### src/eth_sma_pkg.sv
// shared map and types; FIFO depth must stay at or below 7 to fit the 3-bit count
package eth_sma_pkg;

	// ==========================================================
	// widths and frame constants
	// ==========================================================

	// count and watermark width
	localparam int sma_cnt_w = 3;

	localparam int sma_pre_len = 32;
	localparam logic [1:0] sma_start = 2'b01;
	localparam int sma_frame_len = 64;

	typedef enum logic [1:0]
	{
		sma_op_write = 2'b01,
		sma_op_read  = 2'b10
	} sma_op_e;

	// one command FIFO entry
	typedef struct packed
	{
		sma_op_e     op;
		logic [4:0]  regad;
		logic [15:0] data;
	} sma_cmd_t;

	typedef struct packed
	{
		logic [7:0]           clkdiv;
		logic [4:0]           phyadr;
		// idle mdc periods after a frame
		logic [7:0]           interval;
		logic [sma_cnt_w-1:0] tx_wm;
		logic [sma_cnt_w-1:0] rx_wm;
	} sma_cfg_t;

	// bit 0 is tx_warn
	typedef struct packed
	{
		logic turn_nack;
		logic frame_done;
		logic rx_noempty;
		logic rx_warn;
		logic tx_empty;
		logic tx_warn;
	} sma_int_t;

	// ==========================================================
	// register word offsets
	// ==========================================================
	localparam logic [31:0] reg_ctrl    = 32'h00;
	localparam logic [31:0] reg_cfg     = 32'h04;
	localparam logic [31:0] reg_txd     = 32'h08;
	localparam logic [31:0] reg_rxd     = 32'h0C;
	localparam logic [31:0] reg_stat    = 32'h10;
	localparam logic [31:0] reg_int_en  = 32'h14;
	localparam logic [31:0] reg_int_sta = 32'h18;

endpackage

### src/eth_sma_regs.sv
// no wait states; strobes are combinational in the access cycle and act at the next edge
module eth_sma_regs
#(
	parameter int FIFO_DEPTH = 4
)
(
	input  logic                                ahb_hclk,
	input  logic                                ahb_hrstn,
	input  logic [31:0]                         paddr,
	input  logic                                pwrite,
	input  logic                                psel,
	input  logic                                penable,
	input  logic [31:0]                         pwdata,
	output logic [31:0]                         prdata,
	input  logic [eth_sma_pkg::sma_cnt_w-1:0]   tx_cnt,
	input  logic [eth_sma_pkg::sma_cnt_w-1:0]   rx_cnt,
	input  logic                                busy,
	input  logic [15:0]                         rx_rdata,
	input  eth_sma_pkg::sma_int_t               int_sta,
	output logic                                tx_push,
	output eth_sma_pkg::sma_cmd_t               tx_wdata,
	output logic                                rx_pop,
	output logic                                tx_clr,
	output logic                                rx_clr,
	output logic                                logic_clr,
	output eth_sma_pkg::sma_cfg_t               cfg,
	output eth_sma_pkg::sma_int_t               int_en,
	output eth_sma_pkg::sma_int_t               int_clr
);

	import eth_sma_pkg::*;

	logic wr_en;
	logic rd_en;
	logic tx_full;
	logic rx_empty;

	assign wr_en = psel && penable && pwrite;
	assign rd_en = psel && penable && !pwrite;

	assign tx_full  = tx_cnt == sma_cnt_w'(FIFO_DEPTH);
	assign rx_empty = rx_cnt == '0;

	// ==========================================================
	// single cycle strobes
	// ==========================================================
	assign tx_clr    = wr_en && (paddr == reg_ctrl) && pwdata[0];
	assign rx_clr    = wr_en && (paddr == reg_ctrl) && pwdata[1];
	assign logic_clr = wr_en && (paddr == reg_ctrl) && pwdata[2];

	// full command FIFO ignores the write
	assign tx_push  = wr_en && (paddr == reg_txd) && !tx_full;
	assign tx_wdata = sma_cmd_t'(pwdata[22:0]);

	// pop on read, nothing to pop when empty
	assign rx_pop = rd_en && (paddr == reg_rxd) && !rx_empty;

	// write one to clear
	assign int_clr = (wr_en && (paddr == reg_int_sta)) ? sma_int_t'(pwdata[5:0]) : '0;

	// ==========================================================
	// configuration and enables
	// ==========================================================
	always_ff @(posedge ahb_hclk or negedge ahb_hrstn)
	begin
		if (!ahb_hrstn)
		begin
			cfg    <= '0;
			int_en <= '0;
		end
		else if (wr_en)
		begin
			if (paddr == reg_cfg)
			begin
				cfg.clkdiv   <= pwdata[7:0];
				cfg.phyadr   <= pwdata[12:8];
				cfg.interval <= pwdata[23:16];
				cfg.tx_wm    <= pwdata[26:24];
				cfg.rx_wm    <= pwdata[30:28];
			end
			if (paddr == reg_int_en)
				int_en <= sma_int_t'(pwdata[5:0]);
		end
	end

	// read mux
	always_comb
	begin
		prdata = '0;
		if (psel)
		begin
			case (paddr)
				reg_cfg:
				begin
					prdata = {1'b0, cfg.rx_wm, 1'b0, cfg.tx_wm, cfg.interval,
						3'b000, cfg.phyadr, cfg.clkdiv};
				end
				reg_rxd:
				begin
					if (!rx_empty)
						prdata[15:0] = rx_rdata;
				end
				reg_stat:
				begin
					prdata[sma_cnt_w-1:0]   = tx_cnt;
					prdata[4 +: sma_cnt_w]  = rx_cnt;
					prdata[8]               = busy;
				end
				reg_int_en:  prdata[5:0] = int_en;
				reg_int_sta: prdata[5:0] = int_sta;
				default:     prdata = '0;
			endcase
		end
	end

	// a pushed command shows in the count at the next edge
	a_push_counted: assert property (@(posedge ahb_hclk) disable iff (!ahb_hrstn)
		tx_push |=> (tx_cnt != '0));

endmodule

### src/eth_sma_fifo.sv
// DEPTH at most 7; push when full is dropped, pop when empty is ignored, rdata shows the head
module eth_sma_fifo
#(
	parameter int DEPTH = 4,
	parameter int WIDTH = 16
)
(
	input  logic                                ahb_hclk,
	input  logic                                ahb_hrstn,
	input  logic                                clr,
	input  logic                                push,
	input  logic                                pop,
	input  logic [WIDTH-1:0]                    wdata,
	output logic [WIDTH-1:0]                    rdata,
	output logic [eth_sma_pkg::sma_cnt_w-1:0]   cnt
);

	import eth_sma_pkg::*;

	localparam int ptr_w = (DEPTH > 1) ? $clog2(DEPTH) : 1;

	logic [WIDTH-1:0] mem [DEPTH];
	logic [ptr_w-1:0] wr_ptr;
	logic [ptr_w-1:0] rd_ptr;
	logic             do_push;
	logic             do_pop;

	// wrap at DEPTH, which need not be a power of two
	function automatic logic [ptr_w-1:0] ptr_inc(input logic [ptr_w-1:0] p);
		ptr_inc = (p == ptr_w'(DEPTH - 1)) ? '0 : p + 1'b1;
	endfunction

	assign do_push = push && (cnt != sma_cnt_w'(DEPTH));
	assign do_pop  = pop && (cnt != '0);

	always_ff @(posedge ahb_hclk or negedge ahb_hrstn)
	begin
		if (!ahb_hrstn)
		begin
			wr_ptr <= '0;
			rd_ptr <= '0;
			cnt    <= '0;
		end
		else if (clr)
		begin
			wr_ptr <= '0;
			rd_ptr <= '0;
			cnt    <= '0;
		end
		else
		begin
			if (do_push)
				wr_ptr <= ptr_inc(wr_ptr);
			if (do_pop)
				rd_ptr <= ptr_inc(rd_ptr);
			cnt <= cnt + sma_cnt_w'(do_push) - sma_cnt_w'(do_pop);
		end
	end

	always_ff @(posedge ahb_hclk)
	begin
		if (do_push)
			mem[wr_ptr] <= wdata;
	end

	assign rdata = mem[rd_ptr];

	a_cnt_bound: assert property (@(posedge ahb_hclk) disable iff (!ahb_hrstn)
		cnt <= sma_cnt_w'(DEPTH));

endmodule

### src/eth_sma_engine.sv
// mdc half period is clkdiv+1 clocks; logic_clr aborts at once and the popped entry is lost
module eth_sma_engine
(
	input  logic                                ahb_hclk,
	input  logic                                ahb_hrstn,
	input  eth_sma_pkg::sma_cfg_t               cfg,
	input  logic                                logic_clr,
	input  logic [eth_sma_pkg::sma_cnt_w-1:0]   tx_cnt,
	input  eth_sma_pkg::sma_cmd_t               tx_rdata,
	input  logic                                rx_full,
	input  logic                                eth_mdio_i,
	output logic                                tx_pop,
	output logic                                rx_push,
	output logic [15:0]                         rx_wdata,
	output logic                                busy,
	output logic                                frame_done,
	output logic                                turn_nack,
	output logic                                eth_mdc,
	output logic                                eth_mdc_oen,
	output logic                                eth_mdio_o,
	output logic                                eth_mdio_oen
);

	import eth_sma_pkg::*;

	// bit positions inside the frame
	localparam int ta_bit   = sma_frame_len - 18;
	localparam int data_bit = sma_frame_len - 16;

	logic                     en;
	logic [7:0]               div_cnt;
	logic [8:0]               bit_cnt;
	logic [sma_frame_len-1:0] tx_sr;
	logic [15:0]              rx_sr;
	logic                     is_rd;
	logic                     ta_bad;
	logic                     tick;
	logic                     mdc_rise;
	logic                     mdc_fall;
	logic                     in_frame;
	logic                     last_bit;
	logic                     end_frame;

	// ==========================================================
	// master enable and mdc timing
	// ==========================================================
	assign tx_pop = !en && (tx_cnt != '0) && !logic_clr;

	assign tick     = en && (div_cnt == cfg.clkdiv);
	assign mdc_rise = tick && !eth_mdc;
	assign mdc_fall = tick && eth_mdc;

	assign in_frame  = bit_cnt < 9'(sma_frame_len);
	assign last_bit  = bit_cnt == 9'(sma_frame_len - 1);
	// frame then interval idle periods
	assign end_frame = bit_cnt == 9'(sma_frame_len - 1) + {1'b0, cfg.interval};

	always_ff @(posedge ahb_hclk or negedge ahb_hrstn)
	begin
		if (!ahb_hrstn)
		begin
			en         <= 1'b0;
			div_cnt    <= '0;
			eth_mdc    <= 1'b0;
			bit_cnt    <= '0;
			tx_sr      <= '0;
			is_rd      <= 1'b0;
			ta_bad     <= 1'b0;
			frame_done <= 1'b0;
			turn_nack  <= 1'b0;
			rx_push    <= 1'b0;
		end
		else
		begin
			frame_done <= 1'b0;
			turn_nack  <= 1'b0;
			rx_push    <= 1'b0;
			if (logic_clr)
			begin
				en      <= 1'b0;
				div_cnt <= '0;
				eth_mdc <= 1'b0;
				bit_cnt <= '0;
			end
			else if (tx_pop)
			begin
				en      <= 1'b1;
				div_cnt <= '0;
				eth_mdc <= 1'b0;
				bit_cnt <= '0;
				is_rd   <= tx_rdata.op == sma_op_read;
				ta_bad  <= 1'b0;
				// write turnaround is 10, read turnaround is never driven
				tx_sr   <= {{sma_pre_len{1'b1}}, sma_start, tx_rdata.op, cfg.phyadr,
					tx_rdata.regad, 1'b1, tx_rdata.op == sma_op_read, tx_rdata.data};
			end
			else if (en)
			begin
				div_cnt <= tick ? '0 : div_cnt + 8'd1;
				if (tick)
					eth_mdc <= !eth_mdc;
				// second turnaround bit must come back 0
				if (mdc_rise && is_rd && (bit_cnt == 9'(ta_bit + 1)))
					ta_bad <= eth_mdio_i;
				if (mdc_fall)
				begin
					tx_sr   <= {tx_sr[sma_frame_len-2:0], 1'b0};
					bit_cnt <= bit_cnt + 9'd1;
					if (last_bit && is_rd)
					begin
						rx_push   <= !ta_bad && !rx_full;
						turn_nack <= ta_bad;
					end
					if (end_frame)
					begin
						en         <= 1'b0;
						frame_done <= 1'b1;
					end
				end
			end
		end
	end

	// read data sampled on mdc rise
	always_ff @(posedge ahb_hclk)
	begin
		if (mdc_rise && is_rd && in_frame && (bit_cnt >= 9'(data_bit)))
			rx_sr <= {rx_sr[14:0], eth_mdio_i};
	end

	// ==========================================================
	// pins
	// ==========================================================
	assign busy         = en;
	assign rx_wdata     = rx_sr;
	assign eth_mdc_oen  = !en;
	assign eth_mdio_o   = tx_sr[sma_frame_len-1];
	// released for read turnaround and data, and for the idle time
	assign eth_mdio_oen = !(en && in_frame && !(is_rd && (bit_cnt >= 9'(ta_bit))));

	// mdc parks low whenever the engine is idle
	a_mdc_idle_low: assert property (@(posedge ahb_hclk) disable iff (!ahb_hrstn)
		!busy |-> !eth_mdc);

endmodule

### src/eth_sma_int_ctrl.sv
// status sets on a trigger rising edge only while enabled; a set wins over a same-cycle clear
module eth_sma_int_ctrl
(
	input  logic                                ahb_hclk,
	input  logic                                ahb_hrstn,
	input  logic [eth_sma_pkg::sma_cnt_w-1:0]   tx_cnt,
	input  logic [eth_sma_pkg::sma_cnt_w-1:0]   rx_cnt,
	input  eth_sma_pkg::sma_cfg_t               cfg,
	input  logic                                frame_done,
	input  logic                                turn_nack,
	input  eth_sma_pkg::sma_int_t               int_en,
	input  eth_sma_pkg::sma_int_t               int_clr,
	output eth_sma_pkg::sma_int_t               int_sta,
	output logic                                eth_sma_int_line
);

	import eth_sma_pkg::*;

	sma_int_t   tgr;
	logic [5:0] tgr_q;
	logic [5:0] pos;
	logic [5:0] sta_q;

	// ==========================================================
	// triggers
	// ==========================================================
	always_comb
	begin
		tgr.tx_warn    = tx_cnt <= cfg.tx_wm;
		tgr.tx_empty   = tx_cnt == '0;
		tgr.rx_warn    = rx_cnt >= cfg.rx_wm;
		tgr.rx_noempty = rx_cnt != '0;
		tgr.frame_done = frame_done;
		tgr.turn_nack  = turn_nack;
	end

	// previous trigger for the edge detect
	always_ff @(posedge ahb_hclk or negedge ahb_hrstn)
	begin
		if (!ahb_hrstn)
			tgr_q <= '0;
		else
			tgr_q <= tgr;
	end

	assign pos = tgr & ~tgr_q;

	// ==========================================================
	// sticky status
	// ==========================================================
	always_ff @(posedge ahb_hclk or negedge ahb_hrstn)
	begin
		if (!ahb_hrstn)
			sta_q <= '0;
		else
			sta_q <= (sta_q & ~int_clr) | (pos & int_en);
	end

	assign int_sta          = sma_int_t'(sta_q);
	assign eth_sma_int_line = |(sta_q & int_en);

endmodule

### src/eth_sma_top.sv
// single clock MDIO master; FIFO_DEPTH at most 7 and applied to both FIFOs
module eth_sma_top
#(
	parameter int FIFO_DEPTH = 4
)
(
	input  logic        ahb_hclk,
	input  logic        ahb_hrstn,
	input  logic [31:0] paddr,
	input  logic        pwrite,
	input  logic        psel,
	input  logic        penable,
	input  logic [31:0] pwdata,
	output logic [31:0] prdata,
	output logic        eth_mdc,
	output logic        eth_mdc_oen,
	output logic        eth_mdio_o,
	input  logic        eth_mdio_i,
	output logic        eth_mdio_oen,
	output logic        eth_sma_int_line
);

	import eth_sma_pkg::*;

	logic                 tx_push;
	logic                 tx_pop;
	sma_cmd_t             tx_wdata;
	sma_cmd_t             tx_rdata;
	logic [sma_cnt_w-1:0] tx_cnt;
	logic                 rx_push;
	logic                 rx_pop;
	logic [15:0]          rx_wdata;
	logic [15:0]          rx_rdata;
	logic [sma_cnt_w-1:0] rx_cnt;
	logic                 rx_full;
	logic                 tx_clr;
	logic                 rx_clr;
	logic                 logic_clr;
	logic                 busy;
	logic                 frame_done;
	logic                 turn_nack;
	sma_cfg_t             cfg;
	sma_int_t             int_en;
	sma_int_t             int_clr;
	sma_int_t             int_sta;

	assign rx_full = rx_cnt == sma_cnt_w'(FIFO_DEPTH);

	// ==========================================================
	// register block and FIFOs
	// ==========================================================
	eth_sma_regs #(.FIFO_DEPTH(FIFO_DEPTH)) u_regs
	(
		.ahb_hclk  (ahb_hclk),   .ahb_hrstn (ahb_hrstn),
		.paddr     (paddr),      .pwrite    (pwrite),
		.psel      (psel),       .penable   (penable),
		.pwdata    (pwdata),     .prdata    (prdata),
		.tx_cnt    (tx_cnt),     .rx_cnt    (rx_cnt),
		.busy      (busy),       .rx_rdata  (rx_rdata),
		.int_sta   (int_sta),    .tx_push   (tx_push),
		.tx_wdata  (tx_wdata),   .rx_pop    (rx_pop),
		.tx_clr    (tx_clr),     .rx_clr    (rx_clr),
		.logic_clr (logic_clr),  .cfg       (cfg),
		.int_en    (int_en),     .int_clr   (int_clr)
	);

	eth_sma_fifo #(.DEPTH(FIFO_DEPTH), .WIDTH(23)) u_tx_fifo
	(
		.ahb_hclk (ahb_hclk), .ahb_hrstn (ahb_hrstn), .clr (tx_clr),
		.push (tx_push), .pop (tx_pop), .wdata (tx_wdata),
		.rdata (tx_rdata), .cnt (tx_cnt)
	);

	eth_sma_fifo #(.DEPTH(FIFO_DEPTH), .WIDTH(16)) u_rx_fifo
	(
		.ahb_hclk (ahb_hclk), .ahb_hrstn (ahb_hrstn), .clr (rx_clr),
		.push (rx_push), .pop (rx_pop), .wdata (rx_wdata),
		.rdata (rx_rdata), .cnt (rx_cnt)
	);

	// ==========================================================
	// frame engine and interrupts
	// ==========================================================
	eth_sma_engine u_engine
	(
		.ahb_hclk   (ahb_hclk),   .ahb_hrstn    (ahb_hrstn),
		.cfg        (cfg),        .logic_clr    (logic_clr),
		.tx_cnt     (tx_cnt),     .tx_rdata     (tx_rdata),
		.rx_full    (rx_full),    .eth_mdio_i   (eth_mdio_i),
		.tx_pop     (tx_pop),     .rx_push      (rx_push),
		.rx_wdata   (rx_wdata),   .busy         (busy),
		.frame_done (frame_done), .turn_nack    (turn_nack),
		.eth_mdc    (eth_mdc),    .eth_mdc_oen  (eth_mdc_oen),
		.eth_mdio_o (eth_mdio_o), .eth_mdio_oen (eth_mdio_oen)
	);

	eth_sma_int_ctrl u_int_ctrl
	(
		.ahb_hclk   (ahb_hclk),   .ahb_hrstn  (ahb_hrstn),
		.tx_cnt     (tx_cnt),     .rx_cnt     (rx_cnt),
		.cfg        (cfg),        .frame_done (frame_done),
		.turn_nack  (turn_nack),  .int_en     (int_en),
		.int_clr    (int_clr),    .int_sta    (int_sta),
		.eth_sma_int_line (eth_sma_int_line)
	);

endmodule

### config.mk
export PLATFORM = sky130hd
export DESIGN_NAME = eth_sma_top
export DESIGN_NICKNAME = d
export VERILOG_FILES = /design/src/eth_sma_pkg.sv /design/src/eth_sma_regs.sv /design/src/eth_sma_fifo.sv /design/src/eth_sma_engine.sv /design/src/eth_sma_int_ctrl.sv /design/src/eth_sma_top.sv
export SDC_FILE = /design/constraint.sdc
export NUM_CORES = 1
export LEC_CHECK = 0
export BUFFER_PORTS_ARGS = -buffer_cell sky130_fd_sc_hd__buf_2
export CORE_ASPECT_RATIO = 1.1
export CORE_UTILIZATION = 46
export DETAILED_ROUTE_END_ITERATION = 16
export PLACE_DENSITY = 0.61
export SETUP_SLACK_MARGIN = 0.05
export SLEW_MARGIN = 0
export SYNTH_ARGS = -nofsm -noshare
export SYNTH_HDL_FRONTEND = slang
export SYNTH_HIERARCHICAL = 1
export SYNTH_SLANG_ARGS = --single-unit
### constraint.sdc
create_clock -name ahb_hclk -period 3.9 [get_ports ahb_hclk]
set_clock_uncertainty 0.15 [all_clocks]
set_input_delay 0.195 -clock ahb_hclk [delete_from_list [all_inputs] [get_ports ahb_hclk]]
set_output_delay 0.195 -clock ahb_hclk [all_outputs]
set_load 0.01 [all_outputs]
## After elaboration in Yosys (flattened, before gate mapping)

Memories as Yosys holds them, arrays and structs flattened.
Index checks and enable logic that the tools add are counted.

- Memory bits (writable): 156
- Memories kept: 2
- Output and inout port bits: 37
- Bits of input ports: 70
- Register bits after elaboration: 163
- Word-level logic and storage cells: 205

- Bitwise operators: 8
- Mux-type cells: 67
- $add $sub $neg: 11
- Order comparisons: 5
- Reduce and logical (&&, ||, !) cells: 63
- Equality and inequality tests: 19

Memory list:

| name | words | bits a word | rd ports | clocked after memory_dff | write ports | RTL line | text |
|---|---|---|---|---|---|---|---|
| u_tx_fifo.mem | 4 | 23 | 1 | 0 | 1 | eth_sma_fifo.sv:22 | `logic [WIDTH-1:0] mem [DEPTH];` |
| u_rx_fifo.mem | 4 | 16 | 1 | 0 | 1 | eth_sma_fifo.sv:22 |  |

Operators with widths:

| kind | number |
|---|---|
| 64-bit 2-to-1 mux | 3 |
| 32-bit by 5-bit == test with 1-bit output (second input constant) | 3 |
| 32-bit by 4-bit == test with 1-bit output (second input constant) | 2 |
| 9-bit 2-to-1 mux | 4 |
| 32-bit by 3-bit == test with 1-bit output (second input constant) | 1 |
| 32-bit zero test | 1 |
| 32-bit 2-to-1 mux | 1 |
| 8-bit 2-to-1 mux | 4 |
| 1-bit 2-to-1 mux | 31 |
| 1-bit logical AND | 30 |
| 6-bit bitwise AND | 4 |
| 2-bit 2-to-1 mux | 12 |
| 9-bit by 6-bit == test with 1-bit output (second input constant) | 2 |
| 9-bit by 6-bit >= comparator with 1-bit output (second input constant) | 2 |
| 16-bit 2-to-1 mux | 1 |
| 15-bit 2-to-1 mux | 1 |
| 3-bit case mux with 5 select lines | 1 |
| 3-bit nonzero test | 5 |
| 7-bit case mux with 2 select lines | 1 |
| 2-bit nonzero test | 7 |
| 6-bit NOT | 2 |
| 2-bit == test (second input constant) | 5 |
| 1-bit zero test | 10 |
| 2-bit case mux with 5 select lines | 1 |
| 24 further kinds | 39 |

## Depth between registers and ports, before layout

Gate-level depths: netlist of the first run.

- Depth in word-level cells: 9
- Mapped depth: 17
- Gate-level depth less buffers: 16

## By module

Netlist of the first run, hierarchy kept.

By module, submodules not included:

| module | instances | area each (um^2) | cells an instance |
|---|---|---|---|
| eth_sma_engine | 1 | 4830.9 | 520 |
| eth_sma_fifo at u_tx_fifo | 1 | 3822.4 | 166 |
| eth_sma_fifo at u_rx_fifo | 1 | 2820.2 | 129 |
| eth_sma_regs | 1 | 2283.4 | 230 |
| eth_sma_int_ctrl | 1 | 600.6 | 60 |
| eth_sma_top | 1 | 12.5 | 1 |

## Least setup slack after synthesis of the first run

No wires, ideal clock.

- Path kind: input to register
- Start point: input paddr[5]
- End point: register u_tx_fifo/cnt[2] (netlist bit)
- Cell stages on the path: 16
- Path buffers: 1
- Arrival time: 3.128 ns
- Setup slack: 0.492 ns
- Path through: or4_1 nor4_1 and3_1 nor2_1 nand2_1 clkbuf_1 inv_1 o31ai_2 inv_1 ha_1 inv_1 ha_1 inv_1 fa_1 xnor2_1 nor2_1

- Word-level cells in the longest chain between the ends: 8

RTL lines:

| what | RTL line | text |
|---|---|---|
| start, declared | eth_sma_top.sv:9 | `input logic [31:0] paddr,` |
| 32-bit zero test | eth_sma_regs.sv:49 | `assign logic_clr = wr_en && (paddr == reg_ctrl) && pwdata[2];` |
| 1-bit logical AND (2 in a row) | eth_sma_regs.sv:49 |  |
| net logic_clr | eth_sma_top.sv:38 | `logic logic_clr;` |
| 1-bit zero test | eth_sma_engine.sv:47 | `assign tx_pop = !en && (tx_cnt != '0) && !logic_clr;` |
| 1-bit logical AND | eth_sma_engine.sv:47 |  |
| net tx_pop | eth_sma_top.sv:26 | `logic tx_pop;` |
| 1-bit logical AND | eth_sma_fifo.sv:34 | `assign do_pop = pop && (cnt != '0);` |
| 3-bit by 1-bit subtractor with 3-bit output | eth_sma_fifo.sv:56 | `cnt <= cnt + sma_cnt_w'(do_push) - sma_cnt_w'(do_pop);` |
| 3-bit 2-to-1 mux | eth_sma_fifo.sv:44 | `else if (clr)` |
| end signal, assigned | eth_sma_fifo.sv:56 |  |
| end, declared | eth_sma_fifo.sv:15 | `output logic [eth_sma_pkg::sma_cnt_w-1:0] cnt` |

The timed path passes the listed nets, and every way through them passes these cells.
A chain may end at the register's enable or synchronous reset.

## Worst setup path after layout of the first run

Same ends and word-level chain as after synthesis.

==> reports/results.txt, run 1 <==
Status = completed
Primary FF master, synth = edfxtp_1
Maximum level of the CTS H-tree = 2
Worst setup EP type = flip-flop
CTS sink cnt = 319
Fill cells = 2551
Placed cell count = 1587
CP Class = in2reg
Slew Limit Headroom = 0.383
Starting density of the core = 0.470
Fin crit period = 3110 ps
Hold Fails Final Rpt = 0
CTS Buffer Depth = 3
Reg2Reg Setup Slack = 870 ps
Synthesis-to-layout area growth = 16.3%
Critical-path cell list = buf_2, or4_1, nor4_1, buf_4, and3_1, nor2_1, nand2_2, inv_1, o31ai_2, inv_1, ha_1, inv_1, ha_1, inv_1, fa_1, xnor2_1, nor2_1
Core area = 0.0306 mm2
Design area = 0.0167 mm2
Clock-pin transition on the worst setup and hold timing paths = 60 ps
Antenna violations before repair = 2
Worst setup SP type = primary input
Fin Setup TNS = 0 ps
Max-Cap Viols = 0
Total Wirelength = 31900 um
Final setup violation count = 0
Syn. warnings = 6
Critical Path Fanout Max = 5
# diodes = 0
Slew @ Worst Pin = 922 ps
Worst vdd ir = 389 uV
Ports = 107
Final ANT Viol Nets = 0
Detailed placement HPWL = 21500 um
Vias in the first global route = 9305
Final Max Slew Viols = 0
Die area = 0.0320 mm2
Fin nets = 1337
Gr ovfl total = 0
Chip Height = 187 um
Inserted Clock Buffers = 35
Max Fclk = 321 MHz
Dpl cell area = 0.0153 mm2
First-pass GRT wire length = 50500 um
Tot GR Track Use = 0.205
Register bit total from synthesis = 319
RSZ-0062 raised after global routing = false
Cells after Synth = 1106
Crit-path most repeated cell = inv_1
Sequential share of the synthesized area = 0.615
Port Buffers = 102
Fraction of layout cells with a size suffix above 1 = 0.198
Power per cell area = 413 mW/mm2
CP Data Required Time = 4120 ps
Crit-path leading delay family = simple AND/OR/NAND/NOR gates
Worst EP arrival = 3330 ps
Static leakage power = 0.00693 uW
Starting DRT DRC Count = 542
DRT Pass-1 Iters = 7
CTS tree = done
Number of synthesized flops with an enable pin = 172
PnR worst setup slack = 788 ps
Drc violations = 0
GPL Wtd Cong = 0.837
Die W = 171 um
Ys async rst share = 0.461
Row count = 67
Vias/cell = 5.47
Post-Syn Area = 0.0144 mm2
Slowest stage delay, CP = 610 ps
Period utilization = 0.798
Root Driver = clkbuf_16
Drt wl/cell = 19.0 um
Buf/Inv on CP = 6
Final non-filler cell total = 1681
Place WS = 305 ps
Count of cell types in the netlist = 74
Avg Synthesized Cell Area = 13.0 um2
Worst hold-check path type = in2async
Largest net degree at the start of global routing = 92
Worst-Skew Late Latency = 510 ps
Slowest cell on the critical path = or4_1
Via count = 9191
synth_stat cells, types with 3 or more instances:
cell / instances / area (um2)
nor2b_1: 8 / 50.1
and2_1: 28 / 175
xor2_1: 15 / 131
mux2_2: 15 / 169
and3_1: 11 / 68.8
mux4_1: 13 / 342
nand3_1: 48 / 240
and3b_1: 3 / 26.3
dfrtp_1: 147 / 3680
mux2_1: 20 / 225
o21bai_1: 3 / 22.5
o2bb2ai_1: 3 / 26.3
buf_4: 25 / 188
xnor2_1: 12 / 105
nor2_1: 63 / 236
a32oi_1: 3 / 26.3
a21oi_1: 22 / 110
nand2_1: 158 / 593
a22oi_1: 10 / 75.1
inv_1: 37 / 139
a22o_1: 7 / 61.3
ha_1: 23 / 288
nand2b_1: 8 / 50.1
nor3_1: 17 / 85.1
a2111oi_0: 3 / 26.3
o21ai_0: 19 / 95.1
clkbuf_1: 30 / 113
edfxtp_1: 172 / 5160
and2_0: 4 / 25.0
mux4_2: 26 / 586
nand3b_1: 5 / 37.5
mux2i_1: 10 / 100
or3_1: 7 / 43.8
nor4_1: 15 / 93.8
buf_2: 12 / 60.1
o31ai_1: 3 / 22.5
a31oi_1: 31 / 194
or4_1: 7 / 52.6
and4_1: 7 / 61.3
buf_6: 5 / 56.3
nand4_1: 7 / 43.8
power by group:
part	internal, uW	total [uW]	leakage (uW)	switching, uW
clock network	1930	3210	0.000541	1280
registers	3540	3540	0.00353	0.0000980
logic	59.2	147	0.00286	88.2
per-stage QoR:
step | power [uW] | hold slack, ps | util
6_report | 6900 | 124 | 0.546
5_1_grt | 7110 | 188 | 0.546
4_1_cts | 6980 | 142 | 0.546
3_5_place_dp | 3740 | 104 | 0.499
3_3_place_gp | 3730 | 102 | 0.499
2_1_floorplan | 3660 | -251 | -
worst paths after layout:
check	from	to	depth (start not counted)
hold reg to reg	u_engine/turn_nack$_DFF_PN0_	u_int_ctrl/tgr_q[5]$_DFF_PN0_	0
max in group asynchronous	ahb_hrstn	u_regs/cfg[5]$_DFFE_PN0P_	3
hold / removal	ahb_hrstn	u_regs/int_en[1]$_DFFE_PN0P_	2
setup / recovery	paddr[5]	u_tx_fifo/cnt[2]$_DFF_PN0_	17
min in group ahb_hclk	paddr[1]	u_regs/int_en[1]$_DFFE_PN0P_	5
setup reg to reg	u_rx_fifo/cnt[2]$_DFF_PN0_	u_rx_fifo/cnt[2]$_DFF_PN0_	13
routing by layer:
metal / vias up / part of all wire / GRT usage
li1: 4309 / - / -
met5: - / 0 / 0
met3: 63 / 0.037 / 0.0281
met1: 4612 / 0.42 / 0.263
met2: 207 / 0.51 / 0.359
met4: 0 / 0.027 / 0.0613
state kept, by name, indices dropped and copies added (netlist names), 3 cells and up:
register            flops
u_regs/int_en           6
u_engine/div_cnt        8
u_rx_fifo/mem          64
u_tx_fifo/cnt           3
u_rx_fifo/cnt           3
u_engine/tx_sr         64
u_engine/bit_cnt        9
u_tx_fifo/mem          92
u_engine/rx_wdata      16
u_regs/cfg             27
u_int_ctrl/tgr_q        6
u_int_ctrl/int_sta      6
placed cells by master, fill, tap and decap left out, types with 14 or more instances in the layout:
cell type	Yosys	final
a21oi_1	22	22
a31oi_1	31	31
and2_1	28	28
buf_2	12	101
buf_4	25	37
clkbuf_16	0	35
dfrtp_1	147	147
dlygate4sd3_1	0	32
edfxtp_1	172	172
ha_1	23	23
inv_1	37	37
mux2_1	20	20
mux2_2	15	15
mux4_2	26	26
nand2_1	158	157
nand3_1	48	48
nor2_1	63	63
nor3_1	17	17
nor4_1	15	14
o21ai_0	19	19
xor2_1	15	15
cells by family (layout without fill, tap and decap cells):
group / count (synthesis) / count (layout) / share of synthesized area
adders and majority gates: 25 / 25 / 0.0228
xor gates and xnor gates: 27 / 27 / 0.0165
and+or+nand+nor: 412 / 412 / 0.144
other: 1 / 2 / 0.000261
buffers and inverters: 113 / 273 / 0.0420
AOI/OAI and AO/OA: 125 / 125 / 0.0603
DFF: 319 / 319 / 0.615
muxes: 84 / 84 / 0.0989
repair_timing:
| item | in CTS | in global routing |
|---|---|---|
| setup endpoints to repair | 0 | 0 |
| hold endpoints to repair | 197 | 0 |
| buffers inserted | 0 | 0 |
| resized for setup | 0 | 0 |
| hold buffers | 32 | 0 |
worst register-to-register path, stage by stage (launching register included):
cell     delay [ps]
dfrtp_1         370
o31a_1          410
and4_1          250
buf_4           170
and3_1          190
o31ai_2         130
inv_1           120
ha_1            310
inv_1            50
ha_1            120
inv_1            40
fa_1            370
xnor2_1         160
nor2_1           50
cell type report:
cell class,count,area (um2),share of cell area
Clock buffer,41,908,0.0544
Clock inverter,21,203,0.0121
Inverter,38,143,0.00854
Multi-Input combinational cell,675,4940,0.296
Sequential cell,319,8840,0.529
Tap cell,414,518,0.0310
Timing Repair Buffer,173,1150,0.0691
(Power assumes the default switching activity.)
==> run 2, diff against run 1 <==
--- a/config.mk
+++ b/config.mk
@@ -5,11 +5,12 @@
 export SDC_FILE = /design/constraint.sdc
 export NUM_CORES = 1
 export LEC_CHECK = 0
+export ABC_AREA = 1
 export BUFFER_PORTS_ARGS = -buffer_cell sky130_fd_sc_hd__buf_2
 export CORE_ASPECT_RATIO = 1.1
 export CORE_UTILIZATION = 46
 export DETAILED_ROUTE_END_ITERATION = 16
-export PLACE_DENSITY = 0.61
+export PLACE_DENSITY = 0.6
 export SETUP_SLACK_MARGIN = 0.05
 export SLEW_MARGIN = 0
 export SYNTH_ARGS = -nofsm -noshare
==> constraint.sdc (replaced) <==
create_clock -name ahb_hclk -period 3.3 [get_ports ahb_hclk]
set_clock_uncertainty 0.15 [all_clocks]
set_input_delay 0.165 -clock ahb_hclk [delete_from_list [all_inputs] [get_ports ahb_hclk]]
set_output_delay 0.165 -clock ahb_hclk [all_outputs]
set_load 0.01 [all_outputs]
==> run 2 against run 1 <==
Effect of this change: count of clock-buffer cells in the layout grew 4; sequential share of layout area shrank 2.9 points; utilization shrank 1.3 points; setup slack lost 460 ps; synthesized cell count grew 46%.
==> reports/results.txt, run 2 <==
R2R cell count = 13
Detailed placement HPWL = 23200 um
Core area = 0.0332 mm2
Sequential share of the synthesized area = 0.570
Gr ovfl total = 0
Die W = 177 um
Avg Synthesized Cell Area = 9.63 um2
Static leakage power = 0.00835 uW
Ys async rst share = 0.461
Worst EP arrival = 3260 ps
Reg2Reg Setup Slack = 600 ps
Buf/Inv on CP = 7
Critical-path cell list = dlygate4sd3_1, buf_2, nand3_1, nor3_1, nand3_1, nor2_1, inv_1, nand3_2, inv_1, nand2_1, inv_1, ha_1, inv_1, ha_1, inv_1, fa_1, nand2_1, nand2_1, nor2_1
Starting density of the core = 0.467
CTS resizes = 0
Post-Syn Area = 0.0155 mm2
Port Buffers = 102
Final ANT Viol Nets = 0
Count of cell types in the netlist = 44
Slew @ Worst Pin = 960 ps
Largest area contributor in the synthesized netlist = edfxtp_1
Inserted Clock Buffers = 37
DRT Pass-1 Iters = 5
Commonest non-fill, non-tap cell in the layout = nand2_1
Worst hold-check path type = in2async
Maximum level of the CTS H-tree = 2
Total Wirelength = 34800 um
# diodes = 0
Final Max Slew Viols = 0
RSZ-0062 raised after global routing = false
Starting DRT DRC Count = 772
Largest net degree at the start of global routing = 72
Post-CTS Setup Bufs = 0
Area share of the largest cell type after synthesis = 0.333
Hold buffer count at CTS = 34
Synth area leaders = edfxtp_1 (33%), dfrtp_1 (24%), nand2_1 (9.4%), inv_1 (5.3%), o211ai_1 (3.5%)
Die area = 0.0345 mm2
Crit-path most repeated cell = inv_1
Largest registers = u_tx_fifo/mem (92), u_engine/tx_sr (64), u_rx_fifo/mem (64)
Placed cell count = 2086
CTS Buffer Depth = 3
Slew Limit Headroom = 0.360
Worst setup SP type = primary input
Via count = 11100
Worst vdd ir = 434 uV
CP Data Required Time = 3590 ps
Drt wl/cell = 15.9 um
Register bit total from synthesis = 319
Commonest cells post-synth = nand2_1 (390), inv_1 (217), edfxtp_1 (172), dfrtp_1 (147), nor2_1 (127)
Vias in the first global route = 10800
Number of synthesized flops with an enable pin = 172
Chip Height = 195 um
Syn. warnings = 6
Cells after Synth = 1611
Critical Path Fanout Max = 3
Tot GR Track Use = 0.209
Final setup violation count = 0
Largest Register = u_tx_fifo/mem
Max Fclk = 337 MHz
Fin nets = 1822
Hold Fails Final Rpt = 0
Max-Cap Viols = 0
Slowest stage delay, CP = 510 ps
Fin Setup TNS = 0 ps
End of the worst register-to-register path = u_tx_fifo/cnt[2]$_DFF_PN0_
Fraction of layout cells with a size suffix above 1 = 0.161
R2r startpoint = u_tx_fifo/cnt[1]$_DFF_PN0_
CTS tree = done
Antenna violations before repair = 0
Period utilization = 0.899
CTS sink cnt = 319
Slowest cell on the critical path = dlygate4sd3_1
Vias/cell = 5.06
Fin crit period = 2970 ps
Root Driver = clkbuf_16
Drc violations = 0
Clock-pin transition on the worst setup and hold timing paths = 60 ps
Final non-filler cell total = 2186
Max reg flops = 92
Crit-path leading delay family = simple AND/OR/NAND/NOR gates
Power per cell area = 467 mW/mm2
Synthesis-to-layout area growth = 14.0%
GPL Wtd Cong = 0.871
Worst-Skew Late Latency = 520 ps
Row count = 70
CP Class = in2reg
Ports = 107
Primary FF master, synth = edfxtp_1
First-pass GRT wire length = 56600 um
Commonest cells after routing, fill and taps aside = nand2_1 (390), inv_1 (217), edfxtp_1 (172)
Status = completed
Count leader, synth = nand2_1
Worst setup EP type = flip-flop
run 2: cell count changes after synthesis, moves of 28 or more:
cell	previous run	this run
nand3_1	48	79
o21ai_1	0	30
inv_1	37	217
nor2_1	63	127
o21ai_0	19	47
a31oi_1	31	0
o21ai_2	0	28
nand2_1	158	390
o211ai_1	2	73
run 2: cell type report:
class,count,area (um2)
tap,432,541
inverter,228,861
clock buffer,45,1010
fill,3002,15500
sequential,319,8850
timing repair buffer,165,1100
clock inverter,21,155
multi-input combinational,976,5180
run 2: worst max path at each step:
stage / slack (ps) / from / endpoint / depth (start not counted)
floorplan: 190 / paddr[27] / u_tx_fifo/cnt[2]$_DFF_PN0_ / 19
global placement: 360 / paddr[27] / u_tx_fifo/cnt[2]$_DFF_PN0_ / 18
detailed placement: 310 / paddr[27] / u_tx_fifo/cnt[2]$_DFF_PN0_ / 18
CTS: 380 / pwrite / u_tx_fifo/cnt[2]$_DFF_PN0_ / 19
global route: 100 / pwrite / u_tx_fifo/cnt[2]$_DFF_PN0_ / 19
finish: 330 / pwrite / u_tx_fifo/cnt[2]$_DFF_PN0_ / 19
run 2: power breakdown:
| part | internal (uW) | switching, uW | total (uW) |
|---|---|---|---|
| registers | 4190 | 0.474 | 4190 |
| logic | 65.9 | 101 | 167 |
| clock network | 2330 | 1580 | 3910 |
run 2: kinds of logic after synthesis:
logic type	share of synthesized area
xor+xnor	0.00621
flops	0.570
mux	0.0161
simple gates	0.185
compound gates	0.104
fa+ha+maj	0.0211
other cells	0.000242
buf+inv	0.0976
run 2: worst reg2reg max path, stage by stage (launching register included):
cell     delay (ps)
dfrtp_1         580
nor2_1          100
nand2_1          70
nand2_1          50
nor2_1          250
nand2_1         280
ha_1            350
inv_1            60
ha_1            130
inv_1            50
fa_1            370
nand2_1          80
nand2_1          40
nor2_1           90
run 2: metal layers:
| metal | vias to the layer above | part of all wire | wire [um] | global-route usage |
|---|---|---|---|---|
| li1 | 5485 | - | - | - |
| met1 | 5279 | 0.44 | 15300 | 0.278 |
| met2 | 250 | 0.48 | 16800 | 0.348 |
| met3 | 57 | 0.049 | 1700 | 0.0303 |
| met4 | 0 | 0.030 | 1030 | 0.0734 |
| met5 | - | 0 | 0 | 0 |
run 2: per-stage QoR:
step,hold WS [ps],setup slack (ps),util,instance area [um2],total power (uW)
2_1_floorplan,-281,191,-,15500,4320
6_report,78.4,332,0.533,17700,8260
5_1_grt,116,101,0.533,17700,8530
4_1_cts,80.3,378,0.533,17700,8360
3_3_place_gp,105,361,0.488,16200,4400
3_5_place_dp,98.3,314,0.488,16200,4410
